<file path="src/verilog/l1b_beat_counter.sv">
`timescale 1ns/100ps
`default_nettype none

module l1b_beat_counter #(
   parameter int CNT_W = 5
) (
   input  logic             clk,
   input  logic             rst_n,
   input  logic             load,
   input  logic [CNT_W-1:0] load_val,
   input  logic             dec,
   output logic [CNT_W-1:0] count,
   output logic             last
);

   logic [CNT_W-1:0] count_q;

   // load wins over dec
   always_ff @(posedge clk or negedge rst_n) begin
      if (!rst_n) begin
         count_q <= '0;
      end else if (load) begin
         count_q <= load_val;
      end else if (dec) begin
         count_q <= count_q - 1'b1;
      end
   end

   assign count = count_q;

   // one beat left
   assign last = (count_q == CNT_W'(1));

   // underflow means a beat was counted twice
   a_no_underflow: assert property (@(posedge clk) disable iff (!rst_n)
      (dec && !load) |-> (count_q != '0))
      else $error("beat counter decremented at zero");

endmodule

`default_nettype wire

</file>
<file path="config.mk">
export PLATFORM = sky130hd
export DESIGN_NAME = l1b_beat_counter
export DESIGN_NICKNAME = d
export VERILOG_FILES = /design/src/verilog/l1b_beat_counter.sv
export SDC_FILE = /design/constraint.sdc
export NUM_CORES = 1
export LEC_CHECK = 0
export ABC_AREA = 1
export BUFFER_PORTS_ARGS = -buffer_cell sky130_fd_sc_hd__buf_4
export CELL_PAD_IN_SITES_DETAIL_PLACEMENT = 0
export CELL_PAD_IN_SITES_GLOBAL_PLACEMENT = 1
export CORE_AREA = 2 2 39 41
export CTS_CLUSTER_DIAMETER = 100
export DETAILED_ROUTE_END_ITERATION = 16
export DIE_AREA = 0 0 41 43
export GPL_ROUTABILITY_DRIVEN = 0
export HOLD_SLACK_MARGIN = 0.03
export PLACE_DENSITY = 0.62
export SLEW_MARGIN = 30
export SYNTH_ARGS = -nofsm -noshare
export SYNTH_HDL_FRONTEND = slang
export SYNTH_SLANG_ARGS = --single-unit
</file>
<file path="constraint.sdc">
create_clock -name clk -period 2.5 [get_ports clk]
set_input_delay 0.125 -clock clk [delete_from_list [all_inputs] [get_ports clk]]
set_output_delay 0.125 -clock clk [all_outputs]
set_load 0.005 [all_outputs]
</file>
# [Word level (Yosys, flattened, before mapping)]
# Index checks and enable logic that the tools add are counted.
[totals] register_bits=5 elab_cells=6 input_bits=9 out_inout_bits=6
[classes] muxes=2 reduce_logical=1 add_sub_neg=1 eq_ne=1
[op_table] operator="$mux 5" n=2
[op_table] operator="$eq 5x1->1 const B" n=1
[op_table] operator="$sub 5x1->5 const B" n=1
[op_table] operator="$reduce_bool 2->1" n=1

# [Logic depth before layout (Yosys ltp)]
[logic_depth] word_depth=3 depth_mapped=6 mapped_depth_nobuf=6

# [Least setup slack after synthesis]
# OpenSTA, ideal clock, no wires.
[synth_path] kind="reg-to-reg" startpoint="register count_q[0] (netlist: count[0])" endpoint="register count_q[4] (netlist: count[4])" required_ps=2379 slack_ps=1484 period_less_slack_ps=1016 arrival_ps=895 path_stages_with_launch=6 path_buffers=0 setup_ps=121 path_cell_list="dfrtp_1 -> inv_1 -> ha_1 -> nand3_1 -> nand3_1 -> nand2_1"
[synth_between] elab_chain_cells=3
[synth_rtl] element="start, declared" line="16" text="logic [CNT_W-1:0] count_q;"
[synth_rtl] element="start signal, assigned" line="23" text="count_q <= load_val;"
[synth_rtl] element="start signal, assigned" line="25" text="count_q <= count_q - 1'b1;"
[synth_rtl] element="$sub 5x1->5" line="25"
[synth_rtl] element="$mux 5" line="24" text="end else if (dec) begin"
[synth_rtl] element="$mux 5" line="22" text="end else if (load) begin"
# No other way between the ends. The select of a mux whose other input is x is not followed.
# A chain may end at the register's enable or synchronous reset.

# [Final worst setup path]
[layout_path] startpoint="register count_q[2] (netlist: count[2])" endpoint="output port last"
[layout_between] elab_chain_cells=1
[layout_rtl] element="$eq 5x1->1" line="32" text="assign last = (count_q == CNT_W'(1));"
[layout_rtl] element="end, declared" line="13" text="output logic last"
# No other way between the ends.

==> reports/summary.txt <==
Status: finished, final reports clean
Sequential area share after synthesis: 40.32%
Endpoints failing hold: 0
RSZ-0062 raised after global routing: false
Minimum hold slack: 97.91 ps
Max-cap check violation count: 0
Largest net degree at the start of global routing: 8
Placed inst area: 435.4 um^2
CTS root buffer: clkbuf_4
Fmax: 786.5 MHz
Reg-to-reg critical path startpoint: count[0]$_DFFE_PN0P_
Psw: 0.08530 mW
Seq pwr share: 37.7%
# IOs: 15
Part of the power in the clock network: 36.1%
CP Max Fanout: 5
DR WL/cell: 10.86 um
Core area: 0.001384 mm^2
Yosys reg bits: 5
Final WS setup: 1228 ps
Placed Instances: 72
Int Pwr: 0.1911 mW
Syn Inst Count: 42
Relative slew slack: 77.04%
Worst EP required: 2380 ps
Starting Density: 22.42%
CTS clk-pin slew, worst paths: 50 ps
Place WS: 1421 ps
DRC: 0
Skew final: 5.183 ps
Clock latency on the worst-skew pair: 250 ps
Final ANT Viol Nets: 0
Setup CP Type: flop to primary output
Final period util: 50.86%
Syn nets: 53
Layout cell share with drive strength beyond 1: 27.87%
CTS tree: yes
Via count: 336
Clock sink count: 5
Least-Margin Pin Slew: 343.1 ps
Fillers: 168
Critical R2R Capture: count[4]$_DFFE_PN0P_
Hold Path Sink: count[0]$_DFFE_PN0P_
Max reg flops: 5
Post-detail-place hpwl: 645.1 um
Hold path depth: 3
Slew Limit Fails: 0
Reg-to-reg slack, setup: 1410 ps
Maximum vdd ir drop: 0.0002269 V
GRT overflow: 0
Switching Share: 30.86%
Post-CTS Setup Inserts: 0
Synth area leader: dfrtp_1
Hold_sp: load_val[0]
LEAKAGE: 0.2508 nW
Post-route design area: 471.7 um^2
Synth Cell Area: 310.3 um^2
TritonCTS Buffers: 3
Reg2reg path depth: 5
Crit path time final: 1272 ps
Comb pwr share: 26.2%
CTS max path bufs: 2
Via density: 4.364
Final nets: 73
Post-route setup TNS: 0 ps
Crit. End Element: primary output
Yosys warnings: 0
Worst Path Arrival: 1150 ps
Router iterations before antenna repair: 4
Die Footprint: 0.001763 mm^2
First-pass GRT wire length: 1.262 mm
Chip Width: 41 um
Top-area cell type share of the netlist area: 40.32%
HP Class: input port to flop
IO buf count: 14
CP startpoint kind: flop
Most common cell after layout, fill and taps aside: buf_4
Antenna diode count: 0
Pwr per Cell Area: 586.0 mW/mm^2
WL final: 836 um
Syn avg cell area: 7.388 um^2
Unique masters post-synth: 10
Drt initial violations: 5
# resized after CTS: 0
Non-Filler Instances: 77
Layout area overhead: 52.02%
# setup viols final: 0
Vias in the first global route: 308
Initial antenna violation count: 0
Overall routing resource usage: 11.66%
Ranking of synthesized cells by area: dfrtp_1 40%, nand2_1 15%, ha_1 8.1%
Most frequent cells in the layout: 14 x buf_4, 12 x nand2_1, 6 x inv_1
Die Span Y: 43 um
Row count: 14
H-tree Lvls: 1
==> repair_timing <==
item,4_1_cts,5_1_grt
setup endpoints to repair,0,0
hold buffers,1,0
hold endpoints to repair,5,0
==> critical path, cell delays in order (launching register included) <==
cell and delay [ps]:
dfrtp_1 440, nor2_1 190, nand2_1 70, nor2_1 90
buf_4 110
==> through the flow <==
step	util, %	total power [mW]
finish	34.09	0.2764
global route	34.09	0.2928
CTS	34.09	0.2798
detailed placement	31.46	0.1776
global placement	31.46	0.1777
floorplan	-	0.1385
==> Yosys cell counts, drive strengths merged <==
cell and instances:
inv 6, ha 2, nor2 5, a21boi 2, nand3 5, a22oi 2
nand2 12, xnor2 1, o21ai 2, dfrtp 5
==> routing by layer <==
| metal | vias to the layer above | global-route usage (%) | share of wire, % |
|---|---|---|---|
| li1 | 172 | - | - |
| met1 | 150 | 16.77 | 48 |
| met2 | 12 | 12.50 | 43 |
| met3 | 2 | 1.571 | 6.6 |
| met4 | 0 | 14.00 | 2.0 |
| met5 | - | 0 | 0 |
==> logic make-up (layout without fill, tap and decap cells) <==
kind of cell / after synthesis / in the layout / share of synthesized area, %
adder cells (fa/ha/maj): 2 / 2 / 8.063
AO/OA/AOI/OAI: 6 / 6 / 12.90
XOR/XNOR: 1 / 1 / 2.823
flip-flops: 5 / 5 / 40.32
buffers and inverters: 6 / 25 / 7.258
AND/OR/NAND/NOR: 22 / 22 / 28.63
==> cell type report <==
class / instances / area [um^2] / share of cell area (%)
inverters: 6 / 22.52 / 4.775
flip-flops and latches: 5 / 125.1 / 26.53
clock buffers: 4 / 26.28 / 5.570
repair buffers: 15 / 115.1 / 24.40
well taps: 16 / 20.02 / 4.244
multi-input cells: 31 / 162.7 / 34.48
==> power by group through the flow <==
stage	clock network (mW)	registers, mW	logic, mW
4_1_cts	0.102	0.104	0.0736
3_3_place_gp	0	0.106	0.0720
2_1_floorplan	0	0.104	0.0348
3_5_place_dp	0	0.106	0.0720
6_report	0.0998	0.104	0.0725
5_1_grt	0.106	0.106	0.0815
==> worst max-delay path by stage <==
stage	start	to	slack [ps]
final	count[2]$_DFFE_PN0P_	last	1230
after global routing	count[2]$_DFFE_PN0P_	last	1140
after detailed placement	count[0]$_DFFE_PN0P_	count[4]$_DFFE_PN0P_	1420
after floorplan	count[0]$_DFFE_PN0P_	count[4]$_DFFE_PN0P_	1480
after global placement	count[0]$_DFFE_PN0P_	count[4]$_DFFE_PN0P_	1430
after CTS	count[1]$_DFFE_PN0P_	last	1210
Power figures use the tool's default switching activity.
