$ cat src/verilog/l1b_pkg.sv
`default_nettype none

package l1b_pkg;

   // channel geometry
   localparam int LB_CH     = 16;
   localparam int WORD_W    = 8;
   localparam int ADDR_W    = 8;
   localparam int BLEN_W    = 5;
   localparam int RAM_DEPTH = 256;

   // one byte lane
   typedef logic [WORD_W-1:0] word_t;

   // full channel word, lane 0 in the low byte
   typedef word_t [LB_CH-1:0] data_t;

   // byte write enables, 1 writes the lane
   typedef logic [LB_CH-1:0] mask_t;

   typedef logic [ADDR_W-1:0] addr_t;

   // burst length in beats, 1 to 16
   typedef logic [BLEN_W-1:0] burst_len_t;

   // one port request, same shape for cubank and burst engine
   typedef struct packed {
      logic  cs;
      logic  we;
      addr_t addr;
      data_t wdata;
      mask_t bitmask;
   } ram_req_t;

   // read return towards one requester
   typedef struct packed {
      logic  rvalid;
      data_t rdata;
   } ram_rsp_t;

   typedef enum logic [1:0] {
      ST_IDLE  = 2'd0,
      ST_ISSUE = 2'd1,
      ST_DRAIN = 2'd2
   } burst_state_t;

endpackage

`default_nettype wire

$ cat src/verilog/l1b_tcache_burst_fsm.sv
`timescale 1ns/100ps
`default_nettype none

module l1b_tcache_burst_fsm
   import l1b_pkg::*;
#(
   parameter int CNT_W = 5
) (
   input  logic       clk,
   input  logic       rst_n,
   input  logic       start,
   input  logic       start_we,
   input  addr_t      start_addr,
   input  burst_len_t start_len,
   input  data_t      wdata,
   input  mask_t      wmask,
   input  logic       tcache_grant,
   input  logic       tcache_rsp_valid,
   input  logic       issue_last,
   input  logic       ret_last,
   output logic       issue_load,
   output logic       issue_dec,
   output logic       ret_load,
   output logic       ret_dec,
   output ram_req_t   tcache_req,
   output logic       wdata_take,
   output logic       busy,
   output logic       burst_done
);

   burst_state_t state_q;
   burst_state_t state_d;
   logic         we_q;
   addr_t        addr_q;
   logic         start_ok;
   logic         beat_ok;
   logic         burst_done_q;

   // start only counts in idle
   assign start_ok = start & (state_q == ST_IDLE);

   // beat taken by the port
   assign beat_ok = (state_q == ST_ISSUE) & tcache_grant;

   always_comb begin
      state_d = state_q;
      case (state_q)
         ST_IDLE: begin
            if (start) state_d = ST_ISSUE;
         end
         ST_ISSUE: begin
            if (beat_ok && issue_last) state_d = ST_DRAIN;
         end
         ST_DRAIN: begin
            // done pulse is the last drain cycle
            if (burst_done_q) state_d = ST_IDLE;
         end
         default: state_d = ST_IDLE;
      endcase
   end

   always_ff @(posedge clk or negedge rst_n) begin
      if (!rst_n) begin
         state_q      <= ST_IDLE;
         we_q         <= 1'b0;
         addr_q       <= '0;
         burst_done_q <= 1'b0;
      end else begin
         state_q      <= state_d;
         burst_done_q <= ret_dec & ret_last;
         if (start_ok) begin
            we_q   <= start_we;
            addr_q <= start_addr;
         end else if (beat_ok) begin
            // 8-bit address wraps at 255
            addr_q <= addr_q + addr_t'(1);
         end
      end
   end

   // counter strobes
   assign issue_load = start_ok;
   assign ret_load   = start_ok;
   assign issue_dec  = beat_ok;
   // writes retire at grant, reads at return
   assign ret_dec    = busy & (we_q ? beat_ok : tcache_rsp_valid);

   // request held stable until granted
   assign tcache_req.cs      = (state_q == ST_ISSUE);
   assign tcache_req.we      = we_q;
   assign tcache_req.addr    = addr_q;
   assign tcache_req.wdata   = wdata;
   assign tcache_req.bitmask = wmask;

   assign wdata_take = beat_ok & we_q;
   assign busy       = (state_q != ST_IDLE);
   assign burst_done = burst_done_q;

   a_start_len: assert property (@(posedge clk) disable iff (!rst_n)
      start_ok |-> (start_len != '0) &&
                   (start_len <= burst_len_t'(1 << (CNT_W - 1))))
      else $error("illegal burst length %0d", start_len);

endmodule

`default_nettype wire

$ cat config.mk
export PLATFORM = sky130hd
export DESIGN_NAME = l1b_tcache_burst_fsm
export DESIGN_NICKNAME = d
export VERILOG_FILES = /design/src/verilog/l1b_pkg.sv /design/src/verilog/l1b_tcache_burst_fsm.sv
export SDC_FILE = /design/constraint.sdc
export NUM_CORES = 1
export LEC_CHECK = 0
export BUFFER_PORTS_ARGS = -buffer_cell sky130_fd_sc_hd__buf_2
export CAP_MARGIN = 20
export CORE_AREA = 8 8 121 123
export CTS_CLUSTER_DIAMETER = 100
export DETAILED_ROUTE_END_ITERATION = 12
export DIE_AREA = 0 0 129 131
export PLACE_DENSITY_LB_ADDON = 0.05
export SETUP_SLACK_MARGIN = 0.02
export SYNTH_ARGS = -nofsm -noshare
export SYNTH_HDL_FRONTEND = slang
export SYNTH_SLANG_ARGS = --single-unit
$ cat constraint.sdc
create_clock -name clk -period 1.4 [get_ports clk]
set_input_delay 0.28 -clock clk [delete_from_list [all_inputs] [get_ports clk]]
set_output_delay 0.28 -clock clk [all_outputs]
set_load 0.005 [all_outputs]
=== Word level (Yosys, flattened, before mapping) ===
Cells that the tools add are included.

* ROM bits: 0
* Memory bits (writable): 0
* Memories: 0
* Register bits after elaboration: 12
* Output and inout port bits: 161
* Bits in latches: 0

* Equality and inequality tests: 5
* Reductions and logical operators: 5
* Multipliers: 0
* Magnitude comparators: 0
* Multiplexer cells: 7
* Div/mod/pow operators: 0
* Bitwise operators: 5
* Shift operators: 0
* Add/subtract/negate cells: 1

{| class="wikitable"
|+ Operator list
! operator !! number
|-
| $mux W8 || 2
|-
| $add A8 B1 Y8 const B || 1
|-
| $mux W2 || 3
|-
| $pmux W2 S3 || 1
|-
| $and A1 B1 Y1 || 5
|-
| $ne A2 B2 Y1 const B || 2
|-
| $reduce_bool A2 Y1 || 2
|-
| $reduce_and A3 Y1 || 1
|-
| $eq A2 B1 Y1 const B || 1
|-
| $eq A2 B2 Y1 const B || 1
|-
| $logic_not A2 Y1 || 1
|-
| $ne A2 B1 Y1 const B || 1
|-
| $logic_and A1 B1 Y1 || 1
|-
| $mux W1 || 1
|}

=== Longest topological paths before layout ===
Gate-level depths: netlist of the first run.

* Depth in word-level cells: 5
* Gate-level depth with buffers: 5
* Depth with buffers taken out: 4

=== Worst setup path after synthesis of the first run ===
OpenSTA, ideal clock, no wires.

* Kind: register to register
* Start point: register state_q[0]
* End point: register we_q
* Cell stages (with the launch flop): 5
* Data arrival time: 1.125 ns
* Library setup time: 0.125 ns
* Period minus slack after synthesis: 1.250 ns
* Buffers on the path: 0
* Path slack: 0.150 ns
* Cell sequence: dfrtp_1 -> nor2_1 -> nand2_2 -> inv_1 -> mux2_2

* Word-level cells in the longest chain between the ends: 2

{| class="wikitable"
|+ RTL lines
! element !! line !! RTL
|-
| start, declared || l1b_tcache_burst_fsm.sv:31 || <nowiki>burst_state_t state_q;</nowiki>
|-
| start signal, assigned || l1b_tcache_burst_fsm.sv:69 || <nowiki>state_q <= state_d;</nowiki>
|-
| $logic_not A2 Y1 || l1b_tcache_burst_fsm.sv:40 || <nowiki>assign start_ok = start & (state_q == ST_IDLE);</nowiki>
|-
| $and A1 B1 Y1 || l1b_tcache_burst_fsm.sv:40 ||
|-
| via issue_load || l1b_tcache_burst_fsm.sv:21 || <nowiki>output logic issue_load,</nowiki>
|-
| end signal, assigned || l1b_tcache_burst_fsm.sv:72 || <nowiki>we_q <= start_we;</nowiki>
|-
| end, declared || l1b_tcache_burst_fsm.sv:33 || <nowiki>logic we_q;</nowiki>
|}

The timed path passes the listed nets, and every way through them passes these cells.
A chain may end at the register's enable or synchronous reset.

=== Worst setup path after layout of the first run ===
* Start point: register state_q[1]
* End point: output wdata_take

* Word-level cells in the longest chain between the ends: 3

{| class="wikitable"
|+ RTL lines
! element !! line !! RTL
|-
| $eq A2 B1 Y1 || l1b_tcache_burst_fsm.sv:43 || <nowiki>assign beat_ok = (state_q == ST_ISSUE) & tcache_grant;</nowiki>
|-
| $and A1 B1 Y1 || l1b_tcache_burst_fsm.sv:43 ||
|-
| $and A1 B1 Y1 || l1b_tcache_burst_fsm.sv:95 || <nowiki>assign wdata_take = beat_ok & we_q;</nowiki>
|-
| end, declared || l1b_tcache_burst_fsm.sv:26 || <nowiki>output logic wdata_take,</nowiki>
|}

No other way between the ends.

==> results of run 1 <==
==> through the flow <==
stage / power (mW) / setup TNS, ns
global route: 2.882 / -0.8799
global placement: 1.857 / 0
floorplan: 1.648 / 0
CTS: 2.672 / -0.3902
detailed placement: 1.850 / 0
finish: 2.627 / -0.1284
==> worst max-delay path: stages, from the launching register on <==
cell	delay, ns
dfrtp_1	0.40
and3b_2	0.29
and2_4	0.15
buf_6	0.08
==> report_power, final <==
group | total [mW] | leakage [nW] | internal (mW) | switching (mW)
clock network | 0.617 | 0.0442 | 0.434 | 0.183
logic | 1.29 | 0.344 | 0.689 | 0.599
registers | 0.723 | 0.138 | 0.519 | 0.203
==> layer usage <==
metal	share of wire	vias to the layer above
met5	0	-
met4	0.084	0
li1	-	311
met2	0.46	74
met1	0.31	356
met3	0.15	50
==> what timing repair did <==
| item | CTS | global route |
|---|---|---|
| buffers inserted | 4 | 1 |
| endpoints found under the setup margin | 6 | 13 |
| hold buffers | 1 | 0 |
| endpoints found under the hold margin | 12 | 0 |
| resized for setup | 10 | 6 |
| pin swaps | 3 | 7 |
==> cells by family after synthesis <==
family                   count (synthesis)  share of synthesized area
AO/OA/AOI/OAI                           11                    0.03417
multiplexers                             2                    0.01210
AND/OR/NAND/NOR                         28                     0.1025
flip-flops                              12                     0.1708
XOR/XNOR                                 6                    0.02989
buffers and inverters                  152                     0.6434
adder cells (fa/ha/maj)                  1                   0.007116
==> area by class of cell <==
| cell class | instances | share of cell area |
|---|---|---|
| multi-input combinational | 48 | 0.2803 |
| timing repair buffer | 42 | 0.2256 |
| inverter | 3 | 0.008946 |
| sequential | 12 | 0.2396 |
| clock buffer | 4 | 0.07058 |
| tap | 176 | 0.1749 |
==> final timing paths <==
path / from / end / slack [ns] / cells past startpoint
max: state_q[1]$_DFFE_PN0P_ / wdata_take / -0.05 / 3
min: ret_last / burst_done$_DFF_PN0_ / 0.26 / 2
max reg2reg: state_q[1]$_DFFE_PN0P_ / addr_q[5]$_DFFE_PN0P_ / 0.05 / 6
min reg2reg: addr_q[7]$_DFFE_PN0P_ / addr_q[7]$_DFFE_PN0P_ / 0.57 / 2
max in group asynchronous: rst_n / we_q$_DFFE_PN0P_ / 0.63 / 2
min in group asynchronous: rst_n / addr_q[4]$_DFFE_PN0P_ / 0.48 / 2
==> layout by cell type, fill, tap and decap left out, types with 2 or more instances in the layout <==
| cell | instances |
|---|---|
| a21oi_1 | 7 |
| and2_1 | 3 |
| buf_2 | 29 |
| buf_4 | 6 |
| buf_6 | 3 |
| buf_8 | 2 |
| clkbuf_16 | 3 |
| dfrtp_1 | 11 |
| inv_1 | 3 |
| nand2b_1 | 2 |
| nand3_2 | 3 |
| nor2_1 | 7 |
| xor2_1 | 5 |
==> sequential cells by signal, indices dropped and copies added, names as in the netlist <==
name and flops:
addr_q 8, state_q 2, burst_done 1, we_q 1
==> results.toml, run 1 <==
[outcome]
status = "finished with violations"
violations = "setup timing"

[worst_setup_path]
path_class = "register to output pin"
critPathArrivalTime_ns = 1.17
crit_path_start_kind = "register"
crit_required_ns = 1.12
cp_max_fo = 4
crit_path_end_kind = "output pin"

[cts]
h-tree-depth = 1
clkTransAtPathRegs_ns = 0.05
cts_sinks = 12
cts_buffer_depth = 2
clk_latency_ns = 0.24
cts_tree = "yes"
cts_made_buffers = 3
cts_root_buf = "clkbuf_16"

[grt]
grt_max_degree = 13
use_met2 = 0.07728
grt-ovfl-total = 0
grt_util_met3 = 0.03369
grtUsageMet1 = 0.04082
grt_pass1_vias = 915
grt_usage = 0.04952
top_usage_layer = "met2"
antenna_found_initial = 0
grt_pass1_wl_um = 6092

[synthesis]
synth_top_cell_by_area = "buf_4"
synthTopCellsByCount = "147 x buf_4, 12 x dfrtp_1, 8 x a21oi_1, 8 x nor2_1, 5 x xor2_1"
ys_ff_latch = 12
yosysSeqAreaShare = 0.1708
synth_edf_count = 0
yosys_warnings = 0
async_reset_ff_frac = 1.000
ys_types = 30
yosys.area.top_type_share = 0.6278
syn_inst = 212
synth_nets = 378
ys.flop_type = "dfrtp_1"
synth_area_um2 = 1758
yosysMostFrequentCell = "buf_4"
avgSynthCellArea_um2 = 8.292
synth.area.top_cells = "buf_4 63%, dfrtp_1 17%, xor2_1 2.5%, a21oi_1 2.3%, nor2_1 1.7%"

[sta]
clock_skew_ns = 0.004249
final-setup-viol-count = 6
finalCritPeriodShare = 1.034
slew_headroom = 0.7657
whs_ns = 0.2553
rsz0062_at_grt = "true"
post-route-min-period_ns = 1.448
setup_ws_ns = -0.04800
finalHoldViolCount = 0
max_freq_mhz = 690.6
tightest_slew_ns = 0.3515
drv_slew = 0

[die]
initial_core_util = 0.1365
die_area_um2 = 16900
fp-row-count = 42
ioPinCount = 326
die_x_um = 129
core_um2 = 12870
die-height_um = 131

[power]
cellPowerDensity_nw_per_um2 = 2087
power_leakage_nw = 0.5262
ir_drop_mv = 0.4409

[route]
drt_first_pass_iters = 4
num_vias = 791
via_per_inst = 2.775
wl_um = 4349
ant_nets = 0
drc = 0
wl_per_cell_um = 15.26
drtIter0Drc = 20

[cells_and_area]
drive_above_1_share = 0.5413
final-instance-count-excl-fill = 285
multi_input_area_um2 = 352.8
fill_cells = 1512
final_util = 0.09776
seqCellArea_um2 = 301.5
stdcell_area_um2 = 1259
syn2layout_area_growth_pct = -28.40
diodes = 0
nNetsFinal = 276

[job]
cap_viol_max_count = 0

[placement]
gp_congestion = 0.6266
place_inst = 275
preCtsSetupSlack_ns = 0.05131
dp_hpwl_um = 3535
io_buffers = 32
placed_area_um2 = 1061

[worst_hold_path]
hold_path.class = "input pin to register"
Note: power is estimated with default switching activity, not from simulation.
==> run 2, diff against run 1 <==
PLACE_DENSITY = 0.57   (was default)
PLACE_DENSITY_LB_ADDON = default   (was 0.05)
==> results.toml, run 2 (same netlist as run 1, synthesis figures left out) <==
[grt]
grt_max_degree = 18
grt_pass1_vias = 860
grt_pass1_wl_um = 5340
antenna_found_initial = 1
grt-ovfl-total = 0
grt_usage = 0.04442

[cts]
cts_made_buffers = 3
cts_sinks = 12
cts_root_buf = "clkbuf_16"
h-tree-depth = 1
cts_buffer_depth = 2
clkTransAtPathRegs_ns = 0.05
clk_latency_ns = 0.24
cts_tree = "yes"

[worst_hold_path]
min_to = "burst_done$_DFF_PN0_"
holdPathStages = 2
hold_path.class = "input pin to register"
min_from = "ret_last"

[route]
drc = 0
via_per_inst = 2.842
drt_first_pass_iters = 3
drtIter0Drc = 12
num_vias = 807
wl_um = 3935
wl_per_cell_um = 13.86
ant_nets = 0

[power]
p_total_mw = 2.614
power_leakage_nw = 0.5263
cellPowerDensity_nw_per_um2 = 2058
ir_drop_mv = 0.2807

[placement]
placed_area_um2 = 1054
dp_hpwl_um = 3123
gp_congestion = 0.6870
preCtsSetupSlack_ns = 0.08749
io_buffers = 32

[sta]
drv_slew = 0
setup_ws_ns = -0.03940
whs_ns = 0.2654
tightest_slew_ns = 0.3167
finalHoldViolCount = 0
clock_skew_ns = 0.002211
final-setup-viol-count = 2
finalCritPeriodShare = 1.028
max_freq_mhz = 694.7
slew_headroom = 0.7888
post-route-min-period_ns = 1.439
rsz0062_at_grt = "true"

[cells_and_area]
final_util = 0.09864
final_common_cell = "buf_2"
stdcell_area_um2 = 1270
reg_top3 = "addr_q (8), state_q (2)"
diodes = 0
syn2layout_area_growth_pct = -27.76
largest_reg_flops = 8
drive_above_1_share = 0.5648
largest_register = "addr_q"
layout_common_cells = "27 x buf_2, 11 x dfrtp_1, 7 x nor2_1, 7 x a21oi_1, 6 x buf_6"
nNetsFinal = 275

[outcome]
status = "finished with violations"
violations = "setup timing"

[worst_setup_path]
r2r.worst_path.cells = 6
reg2reg_slack_ns = 0.02
r2r_start = "state_q[1]$_DFFE_PN0P_"
crit_required_ns = 1.12
path_class = "register to output pin"
crit_path_end_kind = "output pin"
crit_path_start_kind = "register"
critPathArrivalTime_ns = 1.16
cp_max_fo = 5
reg2reg_to = "addr_q[4]$_DFFE_PN0P_"

[job]
cap_viol_max_count = 0

[die]
initial_core_util = 0.1365
die_area_um2 = 16900
fp-row-count = 42
core_um2 = 12870
die_x_um = 129
ioPinCount = 326
die-height_um = 131
==> run 2: cell count changes in the layout (fill, tap and decap cells not counted) <==
| cell | before | now |
|---|---|---|
| buf_2 | 29 | 27 |
| buf_4 | 6 | 5 |
| buf_6 | 3 | 6 |
| buf_8 | 2 | 1 |
| inv_1 | 3 | 1 |
| inv_2 | 0 | 1 |
| inv_4 | 0 | 1 |
| nand2b_1 | 2 | 1 |
| nand2b_4 | 0 | 1 |
==> run 2: repair_timing <==
action                                 4_1_cts  5_1_grt
setup endpoints to repair                    6       12
resized for setup                           13        8
pin swaps                                    6        4
hold buffers                                 1        0
buffers inserted                             4        1
endpoints found under the hold margin       12        0
==> run 2: critical path, stage by stage, from the launching register on <==
cell and delay [ns]:
dfrtp_1 0.41, and3b_2 0.28, and2_4 0.14, buf_6 0.08
==> run 2: worst max-delay path by stage <==
stage / start / to / slack (ns)
floorplan: state_q[0]$_DFFE_PN0P_ / we_q$_DFFE_PN0P_ / 0.15
global placement: state_q[0]$_DFFE_PN0P_ / we_q$_DFFE_PN0P_ / 0.1
detailed placement: state_q[0]$_DFFE_PN0P_ / we_q$_DFFE_PN0P_ / 0.09
CTS: state_q[1]$_DFFE_PN0P_ / wdata_take / -0.06
global route: state_q[1]$_DFFE_PN0P_ / addr_q[4]$_DFFE_PN0P_ / -0.08
finish: state_q[1]$_DFFE_PN0P_ / wdata_take / -0.04
==> run 2: where the power goes <==
part / internal [mW] / leakage, nW / switching [mW]
sequential: 0.520 / 0.138 / 0.184
combinational: 0.699 / 0.344 / 0.602
clock: 0.434 / 0.0442 / 0.175
total: 1.65 / 0.526 / 0.961
==> run 2: area by class of cell <==
cell class	count	area, µm²
Fill cell	1494	11600
Multi-Input combinational cell	48	360.3
Sequential cell	12	301.5
Timing Repair Buffer	41	285.3
Tap cell	176	220.2
Clock buffer	4	88.84
Inverter	3	13.76
==> run 2: metrics by stage <==
step                      setup TNS (ns)  cells
after global routing             -0.5581    284
after global placement                 0    274
final                           -0.06639    284
after floorplan                        0    212
after detailed placement               0    274
after CTS                        -0.1066    283
==> run 2: metal layers <==
layer / share of wire / up-vias / global-route usage
met5: 0.0030 / - / 0
met4: 0.11 / 2 / 0.06082
met3: 0.16 / 54 / 0.02922
met2: 0.43 / 90 / 0.06466
met1: 0.29 / 354 / 0.03542
li1: - / 307 / -
==> run 3, diff against run 2 <==
BUFFER_PORTS_ARGS = default   (was -buffer_cell sky130_fd_sc_hd__buf_2)
CORE_AREA = 8 8 119 121   (was 8 8 121 123)
DIE_AREA = 0 0 127 129   (was 0 0 129 131)
DONT_BUFFER_PORTS = 1   (was default)
PLACE_DENSITY = 0.36   (was 0.57)
==> results.toml, run 3 (same netlist as run 1, synthesis figures left out) <==
[outcome]
status = "finished with violations"
violations = "setup timing"

[worst_hold_path]
hold_path.class = "input pin to register"
holdPathStages = 1

[sta]
drv_slew = 0
finalHoldViolCount = 0
tightest_slew_ns = 0.6464
finalCritPeriodShare = 1.043
final-setup-viol-count = 1
rsz0062_at_grt = "true"
max_freq_mhz = 685.2
clock_skew_ns = 0.005967
slew_headroom = 0.5677
setup_ws_ns = -0.05951
post-route-min-period_ns = 1.460

[route]
drt_first_pass_iters = 4
wl_per_cell_um = 19.45
num_vias = 693
via_per_inst = 3.039
wl_um = 4435
drc = 0
drtIter0Drc = 33
ant_nets = 0

[cells_and_area]
final_common_cell = "dfrtp_1"
drive_above_1_share = 0.3205
final-instance-count-excl-fill = 228
diodes = 0
largest_reg_flops = 8
stdcell_area_um2 = 1033
fill_cells = 1435
layout_common_cells = "11 x dfrtp_1, 9 x buf_4, 7 x nor2_1, 7 x a21oi_1, 5 x xor2_1"
seqCellArea_um2 = 301.5
syn2layout_area_growth_pct = -41.21
reg_top3 = "addr_q (8), state_q (2)"
largest_register = "addr_q"
nNetsFinal = 246
multi_input_area_um2 = 335.3

[placement]
gp_congestion = 0.6326
io_buffers = 0
place_inst = 220
placed_area_um2 = 890.9
dp_hpwl_um = 3634
preCtsSetupSlack_ns = 0.1289

[worst_setup_path]
crit_cells = 3
crit_path_start_kind = "register"
crit_required_ns = 1.12
max_stage_delay_ns = 0.40
slowest_stage = "dfrtp_1"
path_cells = "and3b_2 -> buf_12 -> and2_4"
cp_max_fo = 5
crit_path_end_kind = "output pin"
critPathArrivalTime_ns = 1.18
path_buf_inv = 1
r2r.worst_path.cells = 6
path_class = "register to output pin"
crit_family = "simple AND/OR/NAND/NOR gates"

[grt]
grt-ovfl-total = 0
grt_pass1_vias = 751
grt_usage = 0.05113
antenna_found_initial = 0
grt_pass1_wl_um = 5775
grt_max_degree = 18

[power]
power_leakage_nw = 0.3874
ir_drop_mv = 0.3687
cellPowerDensity_nw_per_um2 = 2200
p_total_mw = 2.274

[die]
fp-row-count = 41
core_um2 = 12310
initial_core_util = 0.1428
die-height_um = 129
ioPinCount = 326
die_area_um2 = 16380
die_x_um = 127

[cts]
cts_sinks = 12
h-tree-depth = 1
clkTransAtPathRegs_ns = 0.05
cts_made_buffers = 3
cts_tree = "yes"
cts_buffer_depth = 2
cts_root_buf = "clkbuf_16"
clk_latency_ns = 0.24

[job]
cap_viol_max_count = 0
run 3: per-layer routing:
layer	GRT usage	share of wire	vias up
met5	0	0	-
li1	-	-	251
met4	0.05458	0.094	0
met3	0.04634	0.18	44
met1	0.03597	0.27	310
met2	0.07791	0.45	88
run 3: layout make-up:
cell class,instances,share of cell area
clock buffer,3,0.07264
tap,150,0.1816
multi-input combinational,48,0.3245
timing repair buffer,12,0.1186
inverter,3,0.01090
sequential,12,0.2918
run 3: final timing paths:
| kind | to | start | slack (ns) |
|---|---|---|---|
| worst max register to register | addr_q[7]$_DFFE_PN0P_ | state_q[1]$_DFFE_PN0P_ | 0.02 |
| max in group asynchronous | we_q$_DFFE_PN0P_ | rst_n | 0.43 |
| worst min-delay path | we_q$_DFFE_PN0P_ | start_we | 0.19 |
| min in group asynchronous | addr_q[1]$_DFFE_PN0P_ | rst_n | 0.51 |
| worst min register to register | addr_q[7]$_DFFE_PN0P_ | addr_q[7]$_DFFE_PN0P_ | 0.60 |
| worst max-delay path | wdata_take | state_q[0]$_DFFE_PN0P_ | -0.06 |
run 3: through the flow:
stage,util,hold slack [ns],TNS (ns)
after floorplan,-,-0.01559,0
after global placement,0.07236,-0.01514,0
after detailed placement,0.07236,-0.01511,0
after CTS,0.08110,0.1868,-0.1666
after global routing,0.08394,0.1907,-0.3734
final,0.08394,0.1945,-0.05951
run 3: report_power, final:
part           switching [mW]  total [mW]  leakage (nW)  internal, mW
combinational           0.503        1.02         0.213         0.520
clock                   0.149       0.521        0.0370         0.372
sequential              0.210       0.730         0.138         0.520
run 3: repair_timing:
action                                  in CTS  in global routing
cloned                                       0                  1
setup buffers                                2                  1
hold buffers                                 1                  0
hold endpoints to repair                    12                  0
resized for setup                            4                  1
pin swaps                                    0                  4
endpoints found under the setup margin       4                  5
